==> src/source/link_pkg.sv <==
`default_nettype none

package link_pkg;

	// ~~~~~~~~~~~~~~~~~~~~~~~~~~~~~~
	// Serial line timing
	// ~~~~~~~~~~~~~~~~~~~~~~~~~~~~~~

	localparam int CLKS_PER_BIT = 16; // Clocks per serial bit.

	// Idle bit times after the last stop bit that close a frame.
	localparam int GAP_BITS = 3;

	localparam int GAP_CLKS = CLKS_PER_BIT * GAP_BITS;

endpackage

`default_nettype wire

==> src/source/frame_pkg.sv <==
`default_nettype none

package frame_pkg;

	// ~~~~~~~~~~~~~~~~~~~~~~~~~~~~~~
	// Protocol bytes
	// ~~~~~~~~~~~~~~~~~~~~~~~~~~~~~~

	localparam logic [7:0] MARKER   = 8'hA5;
	localparam logic [7:0] FLAG_MIN = 8'h10; // Inclusive.
	localparam logic [7:0] FLAG_MAX = 8'h1F; // Inclusive.

	// Byte numbers within a frame, counted from one.
	localparam int POS_MARKER = 1;
	localparam int POS_FLAG   = 2;
	localparam int POS_ADDR   = 3;
	localparam int POS_LEN    = 4;

	// ~~~~~~~~~~~~~~~~~~~~~~~~~~~~~~
	// CRC-16, MSB first
	// ~~~~~~~~~~~~~~~~~~~~~~~~~~~~~~

	localparam logic [15:0] CRC_POLY = 16'h1021;
	localparam logic [15:0] CRC_INIT = 16'hFFFF;

	// ~~~~~~~~~~~~~~~~~~~~~~~~~~~~~~
	// Status word
	// ~~~~~~~~~~~~~~~~~~~~~~~~~~~~~~

	localparam int STATUS_W = 7;

	localparam int ST_OK  = 0;
	localparam int ST_MRK = 1;
	localparam int ST_FLG = 2;
	localparam int ST_LEN = 3;
	localparam int ST_PAR = 4; // Also set by a low stop bit.
	localparam int ST_CRC = 5;
	localparam int ST_OVR = 6; // An earlier status was dropped.

endpackage

`default_nettype wire

==> src/source/uart_byte_rx.sv <==
`timescale 1ns/1ps
`default_nettype none

module uart_byte_rx (
	input wire clk,
	input wire N_RST_BY_TICK_AFTER_MSG_END,
	input wire rxd,
	output logic [7:0] byte_data,
	output logic byte_valid,
	output logic parity_err
);

	import link_pkg::*;

	typedef enum logic [2:0] {s_idle, s_start, s_data, s_par, s_stop} state_t;

	state_t state;
	logic rx_m;
	logic rx_s;
	logic [$clog2(CLKS_PER_BIT)-1:0] bit_cnt;
	logic [2:0] bit_idx;
	logic [7:0] shreg;
	logic par_bit;
	logic at_mid;

	always_ff @(posedge clk or negedge N_RST_BY_TICK_AFTER_MSG_END)
	begin
		if (!N_RST_BY_TICK_AFTER_MSG_END)
		begin
			rx_m <= 1'b1;
			rx_s <= 1'b1;
		end
		else
		begin
			rx_m <= rxd;
			rx_s <= rx_m;
		end
	end

	// Half a bit in the start phase, a full bit after that.
	assign at_mid = (state == s_start) ?
		(bit_cnt == $bits(bit_cnt)'(CLKS_PER_BIT / 2 - 1)) :
		(bit_cnt == $bits(bit_cnt)'(CLKS_PER_BIT - 1));

	always_ff @(posedge clk or negedge N_RST_BY_TICK_AFTER_MSG_END)
	begin
		if (!N_RST_BY_TICK_AFTER_MSG_END)
		begin
			state <= s_idle;
			bit_cnt <= '0;
			bit_idx <= '0;
			byte_valid <= 1'b0;
			parity_err <= 1'b0;
		end
		else
		begin
			byte_valid <= 1'b0;
			if (state == s_idle)
			begin
				if (!rx_s)
				begin
					state <= s_start;
					bit_cnt <= $bits(bit_cnt)'(2); // Synchronizer delay.
				end
			end
			else if (!at_mid)
				bit_cnt <= bit_cnt + 1'b1;
			else
			begin
				bit_cnt <= '0;
				case (state)
					s_start: begin
						state <= rx_s ? s_idle : s_data; // False start when high.
						bit_idx <= '0;
					end
					s_data: begin
						bit_idx <= bit_idx + 1'b1;
						if (bit_idx == 3'd7)
							state <= s_par;
					end
					s_par: state <= s_stop;
					default: begin
						byte_valid <= 1'b1;
						parity_err <= (^shreg ^ par_bit) | ~rx_s;
						state <= s_idle;
					end
				endcase
			end
		end
	end

	always_ff @(posedge clk)
	begin
		if (at_mid && state == s_data)
			shreg <= {rx_s, shreg[7:1]}; // LSB first.
		if (at_mid && state == s_par)
			par_bit <= rx_s;
	end

	assign byte_data = shreg;

endmodule

`default_nettype wire

==> src/source/crc16_calc.sv <==
`timescale 1ns/1ps
`default_nettype none

module crc16_calc (
	input wire clk,
	input wire N_RST_BY_TICK_AFTER_MSG_END,
	input wire [7:0] byte_data,
	input wire byte_valid,
	input wire crc_hold,
	input wire crc_clr,
	output logic [15:0] crc_value
);

	import frame_pkg::*;

	function automatic logic [15:0] crc_step(input logic [15:0] c_in, input logic [7:0] d);
		logic [15:0] c;
		c = c_in ^ {d, 8'h00};
		for (int i = 0; i < 8; i++)
		begin
			c = c[15] ? ((c << 1) ^ CRC_POLY) : (c << 1);
		end
		return c;
	endfunction

	always_ff @(posedge clk or negedge N_RST_BY_TICK_AFTER_MSG_END)
	begin
		if (!N_RST_BY_TICK_AFTER_MSG_END)
			crc_value <= CRC_INIT;
		else if (crc_clr)
			crc_value <= CRC_INIT; // Wins over a byte in the same cycle.
		else if (byte_valid && !crc_hold)
			crc_value <= crc_step(crc_value, byte_data);
	end

endmodule

`default_nettype wire

==> src/source/frame_gap_timer.sv <==
`timescale 1ns/1ps
`default_nettype none

module frame_gap_timer (
	input wire clk,
	input wire N_RST_BY_TICK_AFTER_MSG_END,
	input wire byte_valid,
	input wire rxd,
	output logic frame_end
);

	import link_pkg::*;

	logic armed;
	logic [$clog2(GAP_CLKS)-1:0] idle_cnt;
	logic [1:0] rx_sync;

	always_ff @(posedge clk or negedge N_RST_BY_TICK_AFTER_MSG_END)
	begin
		if (!N_RST_BY_TICK_AFTER_MSG_END)
		begin
			armed <= 1'b0;
			idle_cnt <= '0;
			rx_sync <= 2'b11;
			frame_end <= 1'b0;
		end
		else
		begin
			rx_sync <= {rx_sync[0], rxd};
			frame_end <= 1'b0;
			if (byte_valid)
			begin
				armed <= 1'b1;
				idle_cnt <= $bits(idle_cnt)'(1); // The byte cycle counts as one.
			end
			else if (armed)
			begin
				if (!rx_sync[1])
				begin
					idle_cnt <= '0; // Line busy again.
					armed <= 1'b0; // Next byte_valid rearms.
				end
				else if (idle_cnt == $bits(idle_cnt)'(GAP_CLKS - 1))
				begin
					frame_end <= 1'b1;
					armed <= 1'b0;
				end
				else
					idle_cnt <= idle_cnt + 1'b1;
			end
		end
	end

endmodule

`default_nettype wire

==> src/source/frame_checker.sv <==
`timescale 1ns/1ps
`default_nettype none

module frame_checker (
	input wire clk,
	input wire N_RST_BY_TICK_AFTER_MSG_END,
	input wire [7:0] byte_data,
	input wire byte_valid,
	input wire parity_err,
	input wire [15:0] crc_value,
	input wire frame_end,
	input wire status_ack,
	output logic crc_hold,
	output logic crc_clr,
	output logic status_req,
	output logic [frame_pkg::STATUS_W-1:0] status,
	output logic [7:0] rx_flag,
	output logic [7:0] rx_len
);

	import frame_pkg::*;

	logic [8:0] b_cnt; // Bytes taken so far in this frame.
	logic [8:0] pos;
	logic [7:0] rx_n;
	logic [7:0] flag_cap;
	logic mrk_right;
	logic flg_right;
	logic par_seen;
	logic crc_h_right;
	logic crc_l_right;
	logic ovr_pend;
	logic accept;
	logic [STATUS_W-1:0] st_next;

	assign pos = b_cnt + 9'd1; // Position of the byte now on byte_data.
	assign crc_hold = (b_cnt >= {1'b0, rx_n} + 9'd4);

	// ~~~~~~~~~~~~~~~~~~~~~~~~~~~~~~
	// Per-frame field checks
	// ~~~~~~~~~~~~~~~~~~~~~~~~~~~~~~

	always_ff @(posedge clk or negedge N_RST_BY_TICK_AFTER_MSG_END)
	begin
		if (!N_RST_BY_TICK_AFTER_MSG_END)
		begin
			b_cnt <= '0;
			rx_n <= '0;
			mrk_right <= 1'b0;
			flg_right <= 1'b0;
			par_seen <= 1'b0;
			crc_h_right <= 1'b0;
			crc_l_right <= 1'b0;
		end
		else if (frame_end)
		begin
			b_cnt <= '0;
			rx_n <= '0;
			mrk_right <= 1'b0;
			flg_right <= 1'b0;
			par_seen <= 1'b0;
			crc_h_right <= 1'b0;
			crc_l_right <= 1'b0;
		end
		else if (byte_valid)
		begin
			if (b_cnt != '1)
				b_cnt <= pos;
			if (pos == 9'(POS_LEN))
				rx_n <= byte_data;
			if (pos == 9'(POS_MARKER) && byte_data == MARKER)
				mrk_right <= 1'b1;
			if (pos == 9'(POS_FLAG) && byte_data >= FLAG_MIN && byte_data <= FLAG_MAX)
				flg_right <= 1'b1;
			if (parity_err)
				par_seen <= 1'b1;
			if (pos == {1'b0, rx_n} + 9'd5 && byte_data == crc_value[15:8])
				crc_h_right <= 1'b1;
			if (pos == {1'b0, rx_n} + 9'd6 && byte_data == crc_value[7:0])
				crc_l_right <= 1'b1;
		end
	end

	always_ff @(posedge clk)
	begin
		if (byte_valid && pos == 9'(POS_FLAG))
			flag_cap <= byte_data;
	end

	always_comb
	begin
		st_next = '0;
		st_next[ST_MRK] = ~mrk_right;
		st_next[ST_FLG] = ~flg_right;
		st_next[ST_LEN] = (b_cnt != {1'b0, rx_n} + 9'd6);
		st_next[ST_PAR] = par_seen;
		st_next[ST_CRC] = ~(crc_h_right & crc_l_right); // Missed or never came.
		st_next[ST_OK] = ~|st_next;
		st_next[ST_OVR] = ovr_pend;
	end

	// ~~~~~~~~~~~~~~~~~~~~~~~~~~~~~~
	// Status handshake
	// ~~~~~~~~~~~~~~~~~~~~~~~~~~~~~~

	// Host must have finished the previous four-phase cycle.
	assign accept = frame_end & ~status_req & ~status_ack;

	always_ff @(posedge clk or negedge N_RST_BY_TICK_AFTER_MSG_END)
	begin
		if (!N_RST_BY_TICK_AFTER_MSG_END)
		begin
			status_req <= 1'b0;
			crc_clr <= 1'b0;
			ovr_pend <= 1'b0;
		end
		else
		begin
			crc_clr <= frame_end;
			if (status_req && status_ack)
				status_req <= 1'b0;
			if (accept)
			begin
				status_req <= 1'b1;
				ovr_pend <= 1'b0;
			end
			else if (frame_end)
				ovr_pend <= 1'b1; // This frame's status is lost.
		end
	end

	always_ff @(posedge clk)
	begin
		if (accept)
		begin
			status <= st_next;
			rx_flag <= flag_cap;
			rx_len <= rx_n;
		end
	end

endmodule

`default_nettype wire

==> src/source/frame_rx_top.sv <==
`timescale 1ns/1ps
`default_nettype none

module frame_rx_top (
	input wire clk,
	input wire N_RST_BY_TICK_AFTER_MSG_END,
	input wire rxd,
	input wire status_ack,
	output logic status_req,
	output logic [frame_pkg::STATUS_W-1:0] status,
	output logic [7:0] rx_flag,
	output logic [7:0] rx_len
);

	logic [7:0] byte_data;
	logic byte_valid;
	logic parity_err;
	logic crc_hold;
	logic crc_clr;
	logic [15:0] crc_value;
	logic frame_end;

	uart_byte_rx uart_byte_rx_i (
		.clk(clk),
		.N_RST_BY_TICK_AFTER_MSG_END(N_RST_BY_TICK_AFTER_MSG_END),
		.rxd(rxd),
		.byte_data(byte_data),
		.byte_valid(byte_valid),
		.parity_err(parity_err)
	);

	crc16_calc crc16_calc_i (
		.clk(clk),
		.N_RST_BY_TICK_AFTER_MSG_END(N_RST_BY_TICK_AFTER_MSG_END),
		.byte_data(byte_data),
		.byte_valid(byte_valid),
		.crc_hold(crc_hold),
		.crc_clr(crc_clr),
		.crc_value(crc_value)
	);

	frame_gap_timer frame_gap_timer_i (
		.clk(clk),
		.N_RST_BY_TICK_AFTER_MSG_END(N_RST_BY_TICK_AFTER_MSG_END),
		.byte_valid(byte_valid),
		.rxd(rxd),
		.frame_end(frame_end)
	);

	frame_checker frame_checker_i (
		.clk(clk),
		.N_RST_BY_TICK_AFTER_MSG_END(N_RST_BY_TICK_AFTER_MSG_END),
		.byte_data(byte_data),
		.byte_valid(byte_valid),
		.parity_err(parity_err),
		.crc_value(crc_value),
		.frame_end(frame_end),
		.status_ack(status_ack),
		.crc_hold(crc_hold),
		.crc_clr(crc_clr),
		.status_req(status_req),
		.status(status),
		.rx_flag(rx_flag),
		.rx_len(rx_len)
	);

endmodule

`default_nettype wire

==> config.mk <==
export PLATFORM = sky130hd
export DESIGN_NAME = frame_rx_top
export DESIGN_NICKNAME = d
export VERILOG_FILES = /design/src/source/link_pkg.sv /design/src/source/frame_pkg.sv /design/src/source/uart_byte_rx.sv /design/src/source/crc16_calc.sv /design/src/source/frame_gap_timer.sv /design/src/source/frame_checker.sv /design/src/source/frame_rx_top.sv
export SDC_FILE = /design/constraint.sdc
export NUM_CORES = 1
export LEC_CHECK = 0
export BUFFER_PORTS_ARGS = -buffer_cell sky130_fd_sc_hd__buf_2
export CORE_ASPECT_RATIO = 1.4
export CORE_MARGIN = 2
export CORE_UTILIZATION = 40
export DETAILED_ROUTE_END_ITERATION = 7
export MAX_ROUTING_LAYER = met4
export PLACE_DENSITY_LB_ADDON = 0.05
export SYNTH_ARGS = -nofsm -noshare
export SYNTH_HDL_FRONTEND = slang
export SYNTH_HIERARCHICAL = 1
export SYNTH_SLANG_ARGS = --single-unit
==> constraint.sdc <==
create_clock -name clk -period 4.89 [get_ports clk]
set_input_delay 0.978 -clock clk [delete_from_list [all_inputs] [get_ports clk]]
set_output_delay 0.978 -clock clk [all_outputs]
set_load 0.05 [all_outputs]
== After elaboration in Yosys (flattened, before gate mapping) ==
Index checks and enable logic that the tools add are counted.

* $add $sub $neg: 7
* Magnitude comparators: 3
* Equal/unequal tests: 20
* Multiplexer cells: 61
* Bitwise operators: 22
* Reductions and logical operators: 41

{| class="wikitable"
|+ Operators by type and width
! cell !! number
|-
| two-way mux 13 bit || 8
|-
| two-way mux 16 bit || 2
|-
| two-way mux 1 bit || 31
|-
| nonzero test 2 bit || 14
|-
| adder 8 x 3 -> 9 bit, second input constant || 3
|-
| two-way mux 9 bit || 3
|-
| two-way mux 6 bit || 4
|-
| two-way mux 8 bit || 3
|-
| NOT 3 bit || 8
|-
| == test 9 bit || 2
|-
| == test 8 bit || 2
|-
| AND reduction 2 bit || 8
|-
| bitwise XOR 16 bit || 1
|-
| two-way mux 3 bit || 4
|-
| two-way mux 4 bit || 3
|-
| logical AND 1 bit || 10
|-
| adder 9 x 1 -> 9 bit, second input constant || 1
|-
| == test 9 x 1 -> 1 bit, second input constant || 1
|-
| == test 9 x 2 -> 1 bit, second input constant || 1
|-
| == test 9 x 3 -> 1 bit, second input constant || 1
|-
| greater-or-equal comparator 9 bit || 1
|-
| inequality test 9 bit || 1
|-
| inequality test 9 bit, second input constant || 1
|-
| case mux 3 bit (3 select lines) || 1
|-
| 27 further kinds || 40
|}

* Bits in registers: 105
* Input port bits: 4
* Word-level logic and storage cells: 182

== Longest topological paths before layout ==
* Depth after elaboration: 19
* Depth in mapped cells: 13
* Gate-level depth less buffers: 11

== By module ==
Netlist, hierarchy kept.

{| class="wikitable"
|+ Modules (own cells, without submodules)
! module !! times used !! cells each !! area each (um2) !! seq. area each (um2)
|-
| frame_checker || 1 || 292 || 3,194.3 || 1,556.5
|-
| uart_byte_rx || 1 || 92 || 1,113.6 || 623.1
|-
| crc16_calc || 1 || 61 || 1,008.5 || 420.4
|-
| frame_gap_timer || 1 || 46 || 481.7 || 252.7
|}

== Least setup slack after synthesis ==
Ideal clock, no wire load.

* Kind: input-to-reg
* Start: in status_ack
* End: reg frame_checker_i.rx_flag[0], enable pin
* Setup time: 0.439 ns
* Arrival time: 2.766 ns
* Setup slack: 1.684 ns
* Cell stages on the path: 1
* Path buffers: 0
* Cell sequence: nor3b_1

* Word-level cells in the longest chain between the ends: 2

{| class="wikitable"
|+ RTL lines
! what !! line !! source
|-
| from (decl) || frame_rx_top.sv:8 || <nowiki>input wire status_ack,</nowiki>
|-
| NOT 1 bit || frame_checker.sv:107 || <nowiki>assign accept = frame_end & ~status_req & ~status_ack;</nowiki>
|-
| bitwise AND 1 bit || frame_checker.sv:107 ||
|-
| to (signal assigned) || frame_checker.sv:137 || <nowiki>rx_flag <= flag_cap;</nowiki>
|-
| to (decl) || frame_checker.sv:17 || <nowiki>output logic [7:0] rx_flag,</nowiki>
|}

No other way between the ends.
A chain may end at the register's enable or synchronous reset.

== Final worst setup path ==
* Start: reg frame_checker_i.b_cnt[1]
* End: reg frame_checker_i.rx_n[6]

* Word-level cells in the longest chain between the ends: 4

{| class="wikitable"
|+ RTL lines
! what !! line !! source
|-
| from (decl) || frame_checker.sv:23 || <nowiki>logic [8:0] b_cnt;</nowiki>
|-
| from (signal assigned) || frame_checker.sv:68 || <nowiki>b_cnt <= pos;</nowiki>
|-
| adder 9 x 1 -> 9 bit || frame_checker.sv:36 || <nowiki>assign pos = b_cnt + 9'd1;</nowiki>
|-
| == test 9 x 3 -> 1 bit || frame_checker.sv:69 || <nowiki>if (pos == 9'(POS_LEN))</nowiki>
|-
| nonzero test 2 bit (no source line) || - ||
|-
| AND reduction 2 bit (no source line) || - ||
|-
| to (signal assigned) || frame_checker.sv:70 || <nowiki>rx_n <= byte_data;</nowiki>
|-
| to (decl) || frame_checker.sv:25 || <nowiki>logic [7:0] rx_n;</nowiki>
|}

No other way between the ends.

==> flow_metrics.py <==
metrics = {
    "outcome": {
        "run_status": "finished clean",
    },
    "synthesis": {
        "synth_adder_area_share": 0.0475,
        "synth_compound_area_frac": 0.108,
        "synthSimpleGateAreaFrac": 0.133,
        "synth_fp_nets": 517,
        "yosys_most_used_dff": "dfrtp_1",
        "synthArstFlopShare": 0.619,
        "synth.most_common_cell": "dfrtp_1",
        "avgSynthCellArea_um2": 11.8,
        "synth_top_area_frac": 0.207,
        "syn-instance-count": 491,
        "synth_seq_cells": 105,
        "synth_xor_area_frac": 0.170,
        "yosys-top-cells-count": "45 x dfrtp_1, 40 x edfxtp_1, 39 x xnor2_1",
        "synth.area.top_cells": "edfxtp_1 21%, dfrtp_1 19%, dfstp_2 9.1%",
        "ys_types": 69,
        "ys_warn_count": 6,
        "synth_area_mm2": 0.00580,
        "synth-seq-area-share": 0.492,
        "synth_edf_count": 40,
        "synth_top_family_by_area": "XOR/XNOR gates",
        "synth.area.mux_share": 0.0227,
        "yosysTopAreaCell": "edfxtp_1",
    },
    "routing": {
        "post-route-drc-count": 0,
        "first_iter_violations": 191,
        "postRouteWirelength_um": 12200,
        "wire_per_inst_um": 17.3,
        "firstDrtPassIters": 4,
        "drtAntennaViolNets": 0,
        "vias": 3725,
        "vias_per_cell": 5.27,
    },
    "critical_path": {
        "required_ns": 5.13,
        "endpoint_kind": "flip-flop",
        "rr_worst_depth": 10,
        "arrival_ns": 3.54,
        "r2r_start": "frame_checker_i/b_cnt[1]",
        "critPathMaxFanout": 8,
        "critPathLaunchType": "flip-flop",
        "r2r-end": "frame_checker_i/rx_n[6]",
        "r2r_setup_slack_ns": 1.59,
        "critPathKind": "flip-flop to flip-flop",
    },
    "sta": {
        "final.setup.worst_slack_ns": 1.59,
        "worst_pin_slew_ns": 1.12,
        "finClkSkew_ns": 0.0119,
        "setup_tns_ns": 0,
        "fmax_mhz": 303,
        "maxSlewHeadroom": 0.247,
        "min_period_ns": 3.30,
        "fin_crit_sh": 0.674,
        "drv_slew": 0,
        "setup_viol": 0,
        "final_hold_viol_count": 0,
        "hold_slack_ns": 0.355,
        "rsz0062_at_grt": "false",
    },
    "clocking": {
        "hold_buffers": 0,
        "cts_buffer_depth": 2,
        "clockRootBuffer": "clkbuf_16",
        "ctsHtreeMaxLevel": 3,
        "clock-sinks": 105,
        "cts_tree": "done",
        "clk_pin_slew_ns": 0.08,
        "cts-buffers-inserted": 9,
        "cts.repair.resized": 0,
        "cts_setup_buffers": 0,
        "insertion_delay_ns": 0.36,
    },
    "global_routing": {
        "grt_pass1_vias": 3732,
        "grt_pass1_wl_um": 20200,
        "grt_start_max_net_pins": 39,
        "grt_overflow": 0,
        "track_usage": 0.172,
        "antenna_found_initial": 0,
    },
    "finish": {
        "final_nets": 539,
        "syn_to_final_growth_pct": 10.7,
        "final_util": 0.448,
        "finalNonFillerCells": 707,
        "drive_above_1_share": 0.181,
        "n_antenna_cell": 0,
    },
    "placed_design": {
        "place.gp.congestion": 0.820,
        "port_buffers": 27,
        "dp_hpwl_um": 8540,
        "dp_cells": 691,
        "dpl_worst_slack_ns": 1.57,
    },
    "die": {
        "io_pins": 28,
        "dieArea_mm2": 0.0155,
        "fp-row-count": 52,
        "coreArea_mm2": 0.0143,
        "chipWidth_um": 106,
        "die_h_um": 146,
        "start_util": 0.405,
    },
    "hold_path": {
        "whs_endpoint": "frame_gap_timer_i/rx_sync[1]",
        "hold_path.class": "flip-flop to flip-flop",
        "hold_start": "frame_gap_timer_i/rx_sync[0]",
        "holdPathStages": 0,
    },
    "flow_run": {
        "cap_viol_max_count": 0,
    },
    "power": {
        "power-per-cell-area_mw_per_mm2": 364,
        "ir_worst_vdd_mv": 0.215,
        "leakage_nw": 2.60,
    },
}
-- per-stage QoR --
stage / instance area [um^2] / power, mW
6_report: 6420 / 2.34
5_1_grt: 6420 / 2.46
4_1_cts: 6420 / 2.37
3_5_place_dp: 6100 / 1.61
3_3_place_gp: 6100 / 1.60
2_1_floorplan: 5800 / 1.51
-- registers in the layout, indices dropped and copies added, names as in the netlist, 2 cells and up --
register / count
frame_checker_i/flag_cap: 8
frame_checker_i/b_cnt: 9
frame_checker_i/rx_flag: 8
frame_checker_i/rx_n: 8
uart_byte_rx_i/bit_cnt: 4
frame_checker_i/status: 7
uart_byte_rx_i/bit_idx: 3
uart_byte_rx_i/state: 3
uart_byte_rx_i/byte_data: 8
frame_gap_timer_i/rx_sync: 2
crc16_calc_i/crc_value: 16
frame_checker_i/rx_len: 8
frame_gap_timer_i/idle_cnt: 6
-- logic make-up after synthesis --
family / after synthesis
buffers and inverters: 35
AO/OA/AOI/OAI: 89
AND/OR/NAND/NOR: 140
XOR/XNOR: 87
multiplexers: 13
adder cells (fa/ha/maj): 22
flip-flops: 105
-- critical path: stages (launching register included) --
cell	delay [ns]
dfrtp_1	0.47
ha_1	0.32
nand3_1	0.15
nor3_1	0.22
ha_1	0.33
nor2b_1	0.15
o21ai_0	0.11
a211oi_2	0.34
nor3b_2	0.75
mux2i_1	0.29
nor2_1	0.05
-- area by class of cell --
| cell class | instances | area [um^2] |
|---|---|---|
| multi-input cells | 351 | 2790 |
| clock inverters | 7 | 88.8 |
| fillers | 1373 | 7900 |
| inverters | 15 | 56.3 |
| repair buffers | 31 | 165 |
| clock buffers | 9 | 225 |
| well taps | 189 | 236 |
| flip-flops and latches | 105 | 2850 |
-- worst max-delay path by stage --
stage                        startpoint                         end  slack [ns]  depth (start not counted)
3_5_place_dp   frame_checker_i/b_cnt[1]     frame_checker_i/rx_n[6]        1.57                         10
4_1_cts        frame_checker_i/b_cnt[1]     frame_checker_i/rx_n[6]        1.51                         10
2_1_floorplan                status_ack  frame_checker_i/rx_flag[0]        1.68                          1
5_1_grt        frame_checker_i/b_cnt[1]     frame_checker_i/rx_n[7]        1.27                         10
6_report       frame_checker_i/b_cnt[1]     frame_checker_i/rx_n[6]        1.59                         10
3_3_place_gp   frame_checker_i/b_cnt[1]     frame_checker_i/rx_n[6]        1.63                         10
-- metal layers --
layer / track usage / up-vias / share of wire
met5: - / - / 0
met4: 0.0730 / 0 / 0.025
met3: 0.0299 / 17 / 0.030
li1: - / 1814 / -
met2: 0.285 / 74 / 0.50
met1: 0.205 / 1820 / 0.44
-- layout by cell type (no fill, tap or decap), types with 5 or more instances in the layout --
cell        n
nand2b_1    6
o21ai_0    19
inv_1      15
clkbuf_16   9
mux2i_1    12
a21oi_1    20
a21o_1      5
ha_1       22
edfxtp_1   40
buf_2      27
xnor2_1    39
a2bb2oi_1  15
nand2_1    25
dfrtp_1    45
nand4_1     6
nor2_1     36
nand3_1    15
xor2_1     32
a31oi_1     6
xnor3_1     6
dfstp_2    20
nor4_1      6
nor3_1      6
-- report_power, final --
group	internal (mW)	switching, mW
Sequential	1.01	0.133
Combinational	0.262	0.181
Clock	0.370	0.379
Total	1.64	0.693
No activity file was read; power rests on OpenSTA's default activity.
